<file path="src/include/gbIo_defs.svh">
`ifndef GB_IO_DEFS_SVH
`define GB_IO_DEFS_SVH

////////////////////////////////////////////////////////////////////////////
// I/O page register addresses
////////////////////////////////////////////////////////////////////////////
`define GB_ADDR_P1   16'hFF00
`define GB_ADDR_DIV  16'hFF04
`define GB_ADDR_TIMA 16'hFF05
`define GB_ADDR_TMA  16'hFF06
`define GB_ADDR_TAC  16'hFF07
`define GB_ADDR_IF   16'hFF0F
`define GB_ADDR_IE   16'hFFFF

// Interrupt bit positions inside IF and IE
`define GB_IRQ_TIMER  2
`define GB_IRQ_JOYPAD 4

// Divider bit used as the timer tap, per TAC[1:0] setting
`define GB_TAP_SEL00 9
`define GB_TAP_SEL01 3
`define GB_TAP_SEL10 5
`define GB_TAP_SEL11 7

// Flops in the button synchronizer
`define GB_SYNC_STAGES 2

`endif

</file>
<file path="src/logic/gbIoPkg.sv">
package gbIoPkg;

	typedef logic [15:0] ioAddr_t;
	typedef logic [7:0]  ioData_t;

	// One bit per source, VBlank in bit 0 up to joypad in bit 4
	typedef logic [4:0]  irqBits_t;
	typedef logic [2:0]  irqIndex_t;

	typedef struct packed {
		ioAddr_t addr;
		ioData_t writeData;
		logic    we;
		logic    readRequest;
	} cpuBus_t;

	// Write strobes are one-hot, all peripherals share the data byte
	typedef struct packed {
		logic    p1;
		logic    div;
		logic    tima;
		logic    tma;
		logic    tac;
		logic    iFlag;
		logic    iEnable;
		ioData_t data;
	} regWrite_t;

	typedef struct packed {
		ioData_t div;
		ioData_t tima;
		ioData_t tma;
		ioData_t tac;
	} timerRegs_t;

	typedef struct packed {
		irqBits_t iFlag;
		irqBits_t iEnable;
	} irqStatus_t;

endpackage

</file>
<file path="src/logic/ioRegisterMap.sv">
`timescale 1ns/1ps
`include "gbIo_defs.svh"

module ioRegisterMap (
	input  logic                clock,
	input  logic                rstN,
	input  gbIoPkg::cpuBus_t    bus,
	input  gbIoPkg::timerRegs_t timerRegs,
	input  gbIoPkg::ioData_t    p1Value,
	input  gbIoPkg::irqStatus_t irqStatus,
	output gbIoPkg::regWrite_t  regWrite,
	output gbIoPkg::ioData_t    readData,
	output logic                readValid
);

	gbIoPkg::ioData_t readMux;
	logic [6:0] strobeVec;

	////////////////////////////////////////////////////////////////////////////
	// Write decode
	////////////////////////////////////////////////////////////////////////////

	// Strobes follow the bus directly, peripherals latch on the same edge
	always_comb begin
		regWrite         = '0;
		regWrite.data    = bus.writeData;
		regWrite.p1      = bus.we && (bus.addr == `GB_ADDR_P1);
		regWrite.div     = bus.we && (bus.addr == `GB_ADDR_DIV);
		regWrite.tima    = bus.we && (bus.addr == `GB_ADDR_TIMA);
		regWrite.tma     = bus.we && (bus.addr == `GB_ADDR_TMA);
		regWrite.tac     = bus.we && (bus.addr == `GB_ADDR_TAC);
		regWrite.iFlag   = bus.we && (bus.addr == `GB_ADDR_IF);
		regWrite.iEnable = bus.we && (bus.addr == `GB_ADDR_IE);
	end

	assign strobeVec = {regWrite.p1, regWrite.div, regWrite.tima, regWrite.tma,
		regWrite.tac, regWrite.iFlag, regWrite.iEnable};

	////////////////////////////////////////////////////////////////////////////
	// Read path
	////////////////////////////////////////////////////////////////////////////

	always_comb begin
		case (bus.addr)
			`GB_ADDR_P1:   readMux = p1Value;
			`GB_ADDR_DIV:  readMux = timerRegs.div;
			`GB_ADDR_TIMA: readMux = timerRegs.tima;
			`GB_ADDR_TMA:  readMux = timerRegs.tma;
			`GB_ADDR_TAC:  readMux = timerRegs.tac;
			// Only five interrupt sources exist, upper bits float high
			`GB_ADDR_IF:   readMux = {3'b111, irqStatus.iFlag};
			`GB_ADDR_IE:   readMux = {3'b111, irqStatus.iEnable};
			default:       readMux = 8'hFF;
		endcase
	end

	always_ff @(posedge clock) begin
		if (!rstN) begin
			readValid <= 1'b0;
		end else begin
			readValid <= bus.readRequest;
		end
	end

	// Holds the last value read until the next request
	always_ff @(posedge clock) begin
		if (bus.readRequest) begin
			readData <= readMux;
		end
	end

	////////////////////////////////////////////////////////////////////////////
	// Checks
	////////////////////////////////////////////////////////////////////////////

	// The CPU issues at most one access per cycle
	singleAccess: assert property (@(posedge clock) disable iff (!rstN)
		!(bus.we && bus.readRequest))
		else $error("write and read request high together");

	strobeOneHot: assert property (@(posedge clock) disable iff (!rstN)
		$onehot0(strobeVec))
		else $error("more than one register write strobe active");

endmodule

</file>
<file path="src/logic/interruptController.sv">
`timescale 1ns/1ps

module interruptController (
	input  logic                 clock,
	input  logic                 rstN,
	input  gbIoPkg::regWrite_t   regWrite,
	input  gbIoPkg::irqBits_t    requests,
	output gbIoPkg::irqStatus_t  irqStatus,
	output gbIoPkg::irqBits_t    irqPending,
	output gbIoPkg::irqIndex_t   irqIndex,
	output logic                 irqValid
);

	gbIoPkg::irqBits_t iFlag;
	gbIoPkg::irqBits_t iEnable;

	always_ff @(posedge clock) begin
		if (!rstN) begin
			iFlag   <= '0;
			iEnable <= '0;
		end else begin
			// A request arriving with an IF write still gets recorded
			if (regWrite.iFlag) begin
				iFlag <= regWrite.data[4:0] | requests;
			end else begin
				iFlag <= iFlag | requests;
			end
			if (regWrite.iEnable) begin
				iEnable <= regWrite.data[4:0];
			end
		end
	end

	assign irqStatus.iFlag   = iFlag;
	assign irqStatus.iEnable = iEnable;
	assign irqPending        = iFlag & iEnable;
	assign irqValid          = |irqPending;

	// Lowest bit wins, so VBlank has top priority
	always_comb begin
		irqIndex = '0;
		for (int i = 4; i >= 0; i--) begin
			if (irqPending[i]) begin
				irqIndex = i[2:0];
			end
		end
	end

	// The index names a pending source with nothing pending below it
	indexIsLowestPending: assert property (@(posedge clock) disable iff (!rstN)
		irqValid |-> (irqPending[irqIndex] &&
			((irqPending & ((5'd1 << irqIndex) - 5'd1)) == '0)))
		else $error("irqIndex is not the lowest pending source");

endmodule

</file>
<file path="src/logic/divTimer.sv">
`timescale 1ns/1ps
`include "gbIo_defs.svh"

module divTimer (
	input  logic                clock,
	input  logic                rstN,
	input  gbIoPkg::regWrite_t  regWrite,
	output gbIoPkg::timerRegs_t timerRegs,
	output logic                timerIrq
);

	logic [15:0] counter;
	gbIoPkg::ioData_t tima;
	gbIoPkg::ioData_t tma;
	logic [2:0] tacBits;
	logic tapBit;
	logic tapNow;
	logic tapPrev;
	logic tick;

	////////////////////////////////////////////////////////////////////////////
	// Free-running divider
	////////////////////////////////////////////////////////////////////////////

	always_ff @(posedge clock) begin
		if (!rstN) begin
			counter <= '0;
		end else if (regWrite.div) begin
			// Any DIV write resets the whole prescaler, not just the top byte
			counter <= '0;
		end else begin
			counter <= counter + 16'd1;
		end
	end

	////////////////////////////////////////////////////////////////////////////
	// Tap select and edge detect
	////////////////////////////////////////////////////////////////////////////

	always_comb begin
		case (tacBits[1:0])
			2'b00:   tapBit = counter[`GB_TAP_SEL00];
			2'b01:   tapBit = counter[`GB_TAP_SEL01];
			2'b10:   tapBit = counter[`GB_TAP_SEL10];
			default: tapBit = counter[`GB_TAP_SEL11];
		endcase
	end

	assign tapNow = tapBit & tacBits[2];
	assign tick   = tapPrev & ~tapNow & tacBits[2];

	always_ff @(posedge clock) begin
		if (!rstN) begin
			tapPrev <= 1'b0;
		end else begin
			tapPrev <= tapNow;
		end
	end

	////////////////////////////////////////////////////////////////////////////
	// TIMA, TMA, TAC
	////////////////////////////////////////////////////////////////////////////

	always_ff @(posedge clock) begin
		if (!rstN) begin
			tima     <= '0;
			tma      <= '0;
			tacBits  <= '0;
			timerIrq <= 1'b0;
		end else begin
			timerIrq <= tick && (tima == 8'hFF);
			// CPU write to TIMA takes precedence over a tick
			if (regWrite.tima) begin
				tima <= regWrite.data;
			end else if (tick) begin
				tima <= (tima == 8'hFF) ? tma : tima + 8'd1;
			end
			if (regWrite.tma) begin
				tma <= regWrite.data;
			end
			if (regWrite.tac) begin
				tacBits <= regWrite.data[2:0];
			end
		end
	end

	assign timerRegs.div  = counter[15:8];
	assign timerRegs.tima = tima;
	assign timerRegs.tma  = tma;
	assign timerRegs.tac  = {5'b11111, tacBits};

	// Ticks are at least 16 cycles apart so a reload never repeats back to back
	irqSinglePulse: assert property (@(posedge clock) disable iff (!rstN)
		timerIrq |=> !timerIrq)
		else $error("timerIrq held for more than one cycle");

endmodule

</file>
<file path="src/logic/joypad.sv">
`timescale 1ns/1ps
`include "gbIo_defs.svh"

module joypad (
	input  logic               clock,
	input  logic               rstN,
	input  gbIoPkg::regWrite_t regWrite,
	input  logic [7:0]         buttons,
	output gbIoPkg::ioData_t   p1Value,
	output logic               joypadIrq
);

	logic [7:0] syncChain [`GB_SYNC_STAGES];
	logic [7:0] pressed;
	logic [1:0] selectN;
	logic [3:0] dirGroup;
	logic [3:0] actGroup;
	logic [3:0] lowNibble;
	logic [3:0] nibblePrev;

	// Buttons are asynchronous to the core clock
	always_ff @(posedge clock) begin
		if (!rstN) begin
			for (int i = 0; i < `GB_SYNC_STAGES; i++) begin
				syncChain[i] <= '0;
			end
			pressed <= '0;
		end else begin
			syncChain[0] <= buttons;
			for (int i = 1; i < `GB_SYNC_STAGES; i++) begin
				syncChain[i] <= syncChain[i-1];
			end
			pressed <= syncChain[`GB_SYNC_STAGES-1];
		end
	end

	// P5 selects actions, P4 selects directions, both active low
	always_ff @(posedge clock) begin
		if (!rstN) begin
			selectN    <= 2'b11;
			nibblePrev <= 4'hF;
		end else begin
			if (regWrite.p1) begin
				selectN <= regWrite.data[5:4];
			end
			nibblePrev <= lowNibble;
		end
	end

	assign dirGroup  = selectN[0] ? 4'h0 : pressed[3:0];
	assign actGroup  = selectN[1] ? 4'h0 : pressed[7:4];
	assign lowNibble = ~(dirGroup | actGroup);
	assign p1Value   = {2'b11, selectN, lowNibble};

	// High-to-low on any selected line, as on the real port
	assign joypadIrq = |(nibblePrev & ~lowNibble);

endmodule

</file>
<file path="src/logic/gbIoSubsystem.sv">
`timescale 1ns/1ps
`include "gbIo_defs.svh"

module gbIoSubsystem (
	input  logic                clock,
	input  logic                rstN,
	input  gbIoPkg::cpuBus_t    bus,
	input  logic [7:0]          buttons,
	output gbIoPkg::ioData_t    readData,
	output logic                readValid,
	output gbIoPkg::irqBits_t   irqPending,
	output gbIoPkg::irqIndex_t  irqIndex,
	output logic                irqValid
);

	gbIoPkg::regWrite_t  regWrite;
	gbIoPkg::timerRegs_t timerRegs;
	gbIoPkg::irqStatus_t irqStatus;
	gbIoPkg::ioData_t    p1Value;
	gbIoPkg::irqBits_t   requests;
	logic timerIrq;
	logic joypadIrq;

	// VBlank, STAT and serial live outside this block
	always_comb begin
		requests                 = '0;
		requests[`GB_IRQ_TIMER]  = timerIrq;
		requests[`GB_IRQ_JOYPAD] = joypadIrq;
	end

	ioRegisterMap regMap0 (
		.clock     (clock),
		.rstN      (rstN),
		.bus       (bus),
		.timerRegs (timerRegs),
		.p1Value   (p1Value),
		.irqStatus (irqStatus),
		.regWrite  (regWrite),
		.readData  (readData),
		.readValid (readValid)
	);

	divTimer timer0 (
		.clock     (clock),
		.rstN      (rstN),
		.regWrite  (regWrite),
		.timerRegs (timerRegs),
		.timerIrq  (timerIrq)
	);

	joypad joypad0 (
		.clock     (clock),
		.rstN      (rstN),
		.regWrite  (regWrite),
		.buttons   (buttons),
		.p1Value   (p1Value),
		.joypadIrq (joypadIrq)
	);

	interruptController intCtrl0 (
		.clock      (clock),
		.rstN       (rstN),
		.regWrite   (regWrite),
		.requests   (requests),
		.irqStatus  (irqStatus),
		.irqPending (irqPending),
		.irqIndex   (irqIndex),
		.irqValid   (irqValid)
	);

endmodule

</file>
<file path="config.mk">
export PLATFORM = sky130hd
export DESIGN_NAME = gbIoSubsystem
export DESIGN_NICKNAME = d
export VERILOG_FILES = /design/src/logic/gbIoPkg.sv /design/src/logic/ioRegisterMap.sv /design/src/logic/interruptController.sv /design/src/logic/divTimer.sv /design/src/logic/joypad.sv /design/src/logic/gbIoSubsystem.sv
export VERILOG_INCLUDE_DIRS = /design/src /design/src/include
export SDC_FILE = /design/constraint.sdc
export NUM_CORES = 1
export LEC_CHECK = 0
export BUFFER_PORTS_ARGS = -buffer_cell sky130_fd_sc_hd__buf_2
export CORE_MARGIN = 2
export CORE_UTILIZATION = 30
export CTS_CLUSTER_DIAMETER = 60
export DETAILED_ROUTE_END_ITERATION = 8
export PLACE_DENSITY_LB_ADDON = 0.2
export SKIP_CTS_REPAIR_TIMING = 1
export SKIP_LAST_GASP = 1
export SLEW_MARGIN = 20
export SYNTH_ARGS = -nofsm -noshare
export SYNTH_HDL_FRONTEND = slang
export SYNTH_SLANG_ARGS = --single-unit
</file>
<file path="constraint.sdc">
create_clock -name clock -period 2.9 [get_ports clock]
set_input_delay 0.58 -clock clock [delete_from_list [all_inputs] [get_ports clock]]
set_output_delay 0.58 -clock clock [all_outputs]
set_load 0.02 [all_outputs]
</file>
==> flow_metrics.tcl, run 1 <==
set metrics [dict create \
    outcome "complete, no violations" \
    worstRegToRegCells 6 \
    holdWs_ns 0.430 \
    min_period_ns 2.37 \
    ys_seq_elements 86 \
    async_flop_share_pct 0 \
    postLayoutCoreUtil_pct 37.1 \
    rsz0062_at_grt "no" \
    grt.overflow.total 0 \
    met2_wirelength_um 4240 \
    cts.sinks 86 \
    core_area_mm2 0.0121 \
    firstDrtPassIters 4 \
    vdd.ir_drop.worst_mv 0.239 \
    total_power_uw 2450 \
    synth.distinct_cells 50 \
    r2r_slack_ns 0.85 \
    cap_violations 0 \
    h-tree-depth 3 \
    rows 40 \
    viasPerCell 4.81 \
    critPathRequiredTime_ns 2.32 \
    finalCritPeriodShare_pct 81.7 \
    clk_pin_slew_ns 0.06 \
    postSynthCellCount 400 \
    grt_pass1_wl_um 14900 \
    end_kind "output port" \
    grt_use_total_pct 14.6 \
    criticalPathCategory "flop to output port" \
    drcViolationCount 0 \
    final_common_cell "dfxtp_1" \
    synth-edff-count 8 \
    gp_congestion 0.860 \
    synth-warning-count 0 \
    synth_fp_nets 438 \
    ant_nets 0 \
    synth.avg_cell_area_um2 9.36 \
    postRouteWirelength_um 9170 \
    slew_headroom_pct 58.0 \
    top_layer "met4" \
    wl_met3_um 389 \
    dieArea_mm2 0.0134 \
    layout.nets 492 \
    dpl.hpwl_um 6800 \
    hp-class "flop to flop" \
    fmax_mhz 422 \
    start_util_pct 30.9 \
    final.setup.tns_ns 0 \
    synthFlopType "dfxtp_1" \
    yosysTopAreaCell "dfxtp_1" \
    drive_gt1_share_pct 20.3 \
    diodes 0 \
    clock_skew_ns 0.00643 \
    hold_depth 1 \
    power_leakage_uw 0.00181 \
    placed_cells_incl_taps 611 \
    fp.dieH_um 116 \
    ios 54 \
    clock-root-buffer "clkbuf_16" \
    worst-endpoint-arrival_ns 1.79 \
    synthTopCellsByArea "dfxtp_1 42%, edfxtp_1 6.4%, mux2i_1 5.1%" \
    yosys.area.top_type_share_pct 41.7 \
    numCtsBuffers 9 \
    maxSlewViolCount 0 \
    synth-seq-area-share_pct 48.1 \
    m1WireLength_um 4390 \
    crit_path_start_kind "flop" \
    antenna_found_initial 0 \
    clock_path_buffers 2 \
    fill_cells 1225 \
    instances_no_fill 627 \
    grt_max_degree 40 \
    final_hold_viol_count 0 \
    port_buffers 53 \
    final_cell_mix "78 x dfxtp_1, 53 x buf_2, 43 x nand2_1, 38 x nor2_1, 29 x and2_1" \
    critPathMaxFanout 3 \
    cts_tree "yes" \
    routedWlPerCell_um 14.6 \
    die_x_um 116 \
    clock_latency_ns 0.34 \
    vias 3016 \
    worst_slew_pin_slew_ns 0.624 \
    area_delta_synth_final_pct 20.1 \
    finalSetupViolations 0 \
    grt_pass1_vias 2829 \
    powerDensity_mw_per_mm2 546 \
    syn_area_mm2 0.00374 \
    first_iter_violations 216 \
]
-- synthesized netlist by cell type, types with 5 or more instances --
cell type / instances
mux2i_1: 19
a21oi_1: 20
and2_1: 29
xnor2_1: 5
nor2_1: 38
and3_1: 6
edfxtp_1: 8
nor4_1: 7
nand2_1: 43
xor2_1: 9
a22oi_1: 5
dfxtp_1: 78
o22ai_1: 7
nand3_1: 23
nand4_1: 12
clkbuf_1: 13
inv_1: 15
o21ai_0: 7
-- worst paths after layout --
check	start	to
hold / removal	joypad0.syncChain[0][0]	joypad0.syncChain[1][0]
setup reg to reg	timer0.tacBits[1]	timer0.tima[3]
hold reg to reg	joypad0.syncChain[0][0]	joypad0.syncChain[1][0]
setup / recovery	intCtrl0.iEnable[0]	irqValid
-- per-layer routing --
metal,vias up,track usage [%]
li1,1532,-
met1,1399,18.7
met3,11,3.29
met2,74,24.3
met5,-,0
met4,0,5.08
-- area by class of cell --
class / instances / area (um^2) / share of cell area [%]
flip-flops and latches: 86 / 1800 / 40.1
multi-input cells: 280 / 1800 / 40.1
repair buffers: 62 / 333 / 7.40
clock buffers: 11 / 253 / 5.62
well taps: 168 / 210 / 4.68
inverters: 15 / 56.3 / 1.25
clock inverters: 5 / 40.0 / 0.891
-- worst max-delay path, stage by stage, from the launching register on --
cell and delay (ns):
dfxtp_1 0.32, and2_1 0.18, or2_2 0.32, or4_1 0.46, buf_2 0.17
-- metrics by stage --
| stage | cell area (um^2) | worst slack (ns) |
|---|---|---|
| after floorplan | 3740 | 0.607 |
| after global placement | 4200 | 0.335 |
| after detailed placement | 4200 | 0.296 |
| after CTS | 4500 | 0.516 |
| after global routing | 4500 | 0.476 |
| final | 4500 | 0.530 |
-- power by group --
group	leakage, uW	internal, uW	switching, uW
registers	0.000705	1220	8.45
clock network	0.000146	635	477
logic	0.000959	43.6	71.0
total	0.00181	1900	557
-- cells by family (layout without fill, tap and decap cells) --
kind of cell / Yosys count / in the layout / share of synthesized area, %
AND/OR/NAND/NOR: 177 / 177 / 24.8
buffers and inverters: 34 / 93 / 3.71
flip-flops: 86 / 86 / 48.1
adder cells (fa/ha/maj): 2 / 2 / 0.669
multiplexers: 26 / 26 / 8.39
XOR/XNOR: 14 / 14 / 3.28
AO/OA/AOI/OAI: 61 / 61 / 11.0
-- registers in the layout, summed over array words and instances, names as in the netlist, 2 cells and up --
register and cells:
joypad0.pressed 8, timer0.tma 8, intCtrl0.iFlag 5, regMap0.readData 8
timer0.counter 16, joypad0.selectN 2, intCtrl0.iEnable 5, timer0.tacBits 3
joypad0.syncChain 16, joypad0.nibblePrev 4, timer0.tima 8
(Power assumes the default switching activity.)
==> run 2, diff against run 1 <==
clock period = 2.4 ns   (was 2.9 ns; I/O delays follow)
==> run 2 against run 1 <==
  * Utilization increased by 0.44 points
  * Global-route usage increased by 0.33 points
  * Design area increased by 1.2%
  * Register-to-register slack got worse by 0.43 ns
  * Die area unchanged
  * Critical path type unchanged
  * Critical endpoint unchanged
  * Largest cell class unchanged
  * Largest power group unchanged
  * Highest routed layer unchanged
==> flow_metrics.tcl, run 2 (synthesis results as in run 1) <==
set metrics [dict create \
    powerDensity_mw_per_mm2 669 \
    place_area_mm2 0.00425 \
    worst-endpoint-arrival_ns 1.78 \
    clock_path_buffers 2 \
    cts.sinks 86 \
    dieArea_mm2 0.0134 \
    final.setup.tns_ns 0 \
    fmax_mhz 442 \
    vdd.ir_drop.worst_mv 0.282 \
    maxSlewViolCount 0 \
    numCtsBuffers 9 \
    reg.largest.list "joypad0.syncChain: 16 flops, timer0.counter: 16 flops" \
    grt_pass1_vias 2926 \
    crit_path_start_kind "flop" \
    cap_violations 0 \
    grt_pass1_wl_um 15200 \
    drcViolationCount 0 \
    clock_latency_ns 0.34 \
    final_cell_mix "78 x dfxtp_1, 53 x buf_2, 43 x nand2_1, 38 x nor2_1, 29 x and2_1" \
    clk_pin_slew_ns 0.07 \
    ios 54 \
    layout.nets 496 \
    ant_nets 0 \
    grt_max_degree 39 \
    min_period_ns 2.26 \
    worst_slew_pin_slew_ns 0.777 \
    critPathMaxFanout 3 \
    drive_gt1_share_pct 20.7 \
    gp_congestion 0.858 \
    finalSetupViolations 0 \
    critPathRequiredTime_ns 1.92 \
    finalCritPeriodShare_pct 94.4 \
    clock_skew_ns 0.00658 \
    slew_headroom_pct 47.8 \
    firstDrtPassIters 4 \
    antenna_found_initial 0 \
    end_kind "output port" \
    h-tree-depth 3 \
    routedWlPerCell_um 14.9 \
    rsz0062_at_grt "no" \
    design_area_mm2 0.00455 \
    first_iter_violations 227 \
    final_hold_viol_count 0 \
    outcome "complete, no violations" \
    diodes 0 \
    pre_cts_ws_ns 0.00500 \
    fin_ws_ns 0.135 \
    clock-root-buffer "clkbuf_16" \
    core_area_mm2 0.0121 \
    dpl.hpwl_um 6790 \
    hp-class "input port to flop" \
    grt.overflow.total 0 \
    cts_tree "yes" \
    start_util_pct 30.9 \
    final_common_cell "dfxtp_1" \
    postRouteWirelength_um 9430 \
    viasPerCell 4.84 \
    port_buffers 53 \
    fp.dieH_um 116 \
    criticalPathCategory "flop to output port" \
    fill_cells 1260 \
    area_delta_synth_final_pct 21.6 \
    grt_use_total_pct 14.9 \
    power_leakage_uw 0.00183 \
    vias 3051 \
    rows 40 \
    die_x_um 116 \
]
[run 2: changes by cell type in the layout (fill, tap and decap cells not counted), sizes merged]
cell	change
buf	+4
inv	+2
clkbuf	-2
clkinvlp	+1
bufinv	+1
clkinv	-2
[run 2: through the flow]
step           hold slack [ns]  power, uW  std cells  utilization (%)
2_1_floorplan            0.412       1590        400                -
3_3_place_gp             0.416       1660        615             35.1
3_5_place_dp             0.417       1660        615             35.1
4_1_cts                  0.336       3090        631             37.6
5_1_grt                  0.332       3170        631             37.6
6_report                 0.346       3040        631             37.6
[run 2: area by class of cell]
| cell class | count | area (um^2) | share of cell area, % |
|---|---|---|---|
| multi-input combinational | 280 | 1800 | 39.6 |
| clock buffer | 9 | 225 | 4.95 |
| timing repair buffer | 66 | 375 | 8.25 |
| sequential | 86 | 1800 | 39.6 |
| tap | 168 | 210 | 4.62 |
| inverter | 15 | 56.3 | 1.24 |
| clock inverter | 7 | 78.8 | 1.73 |
[run 2: where the power goes]
group          switching (uW)  total, uW  internal, uW
logic                    87.7        143          55.7
clock network             597       1420           821
registers                9.68       1480          1470
[run 2: critical path, cell delays in order, from the launching register on]
cell,delay [ns]
dfxtp_1,0.32
and2_1,0.18
or2_2,0.32
or4_1,0.46
buf_2,0.17
[run 2: metal layers]
metal  up-vias  track usage [%]  wire length, um
met1      1430             19.6             4530
met4         0             5.71              179
met5         -                0                0
met2        67             23.9             4210
met3        14             3.61              504
li1       1540                -                -
[run 2: final timing paths]
check             cells past startpoint               startpoint  slack (ns)                       to
hold reg to reg                       1  joypad0.syncChain[1][2]        0.43       joypad0.pressed[2]
hold / removal                        2               buttons[2]        0.35  joypad0.syncChain[0][2]
setup / recovery                      4      intCtrl0.iEnable[0]        0.14                 irqValid
setup reg to reg                      6           timer0.tima[0]        0.42           timer0.tima[0]
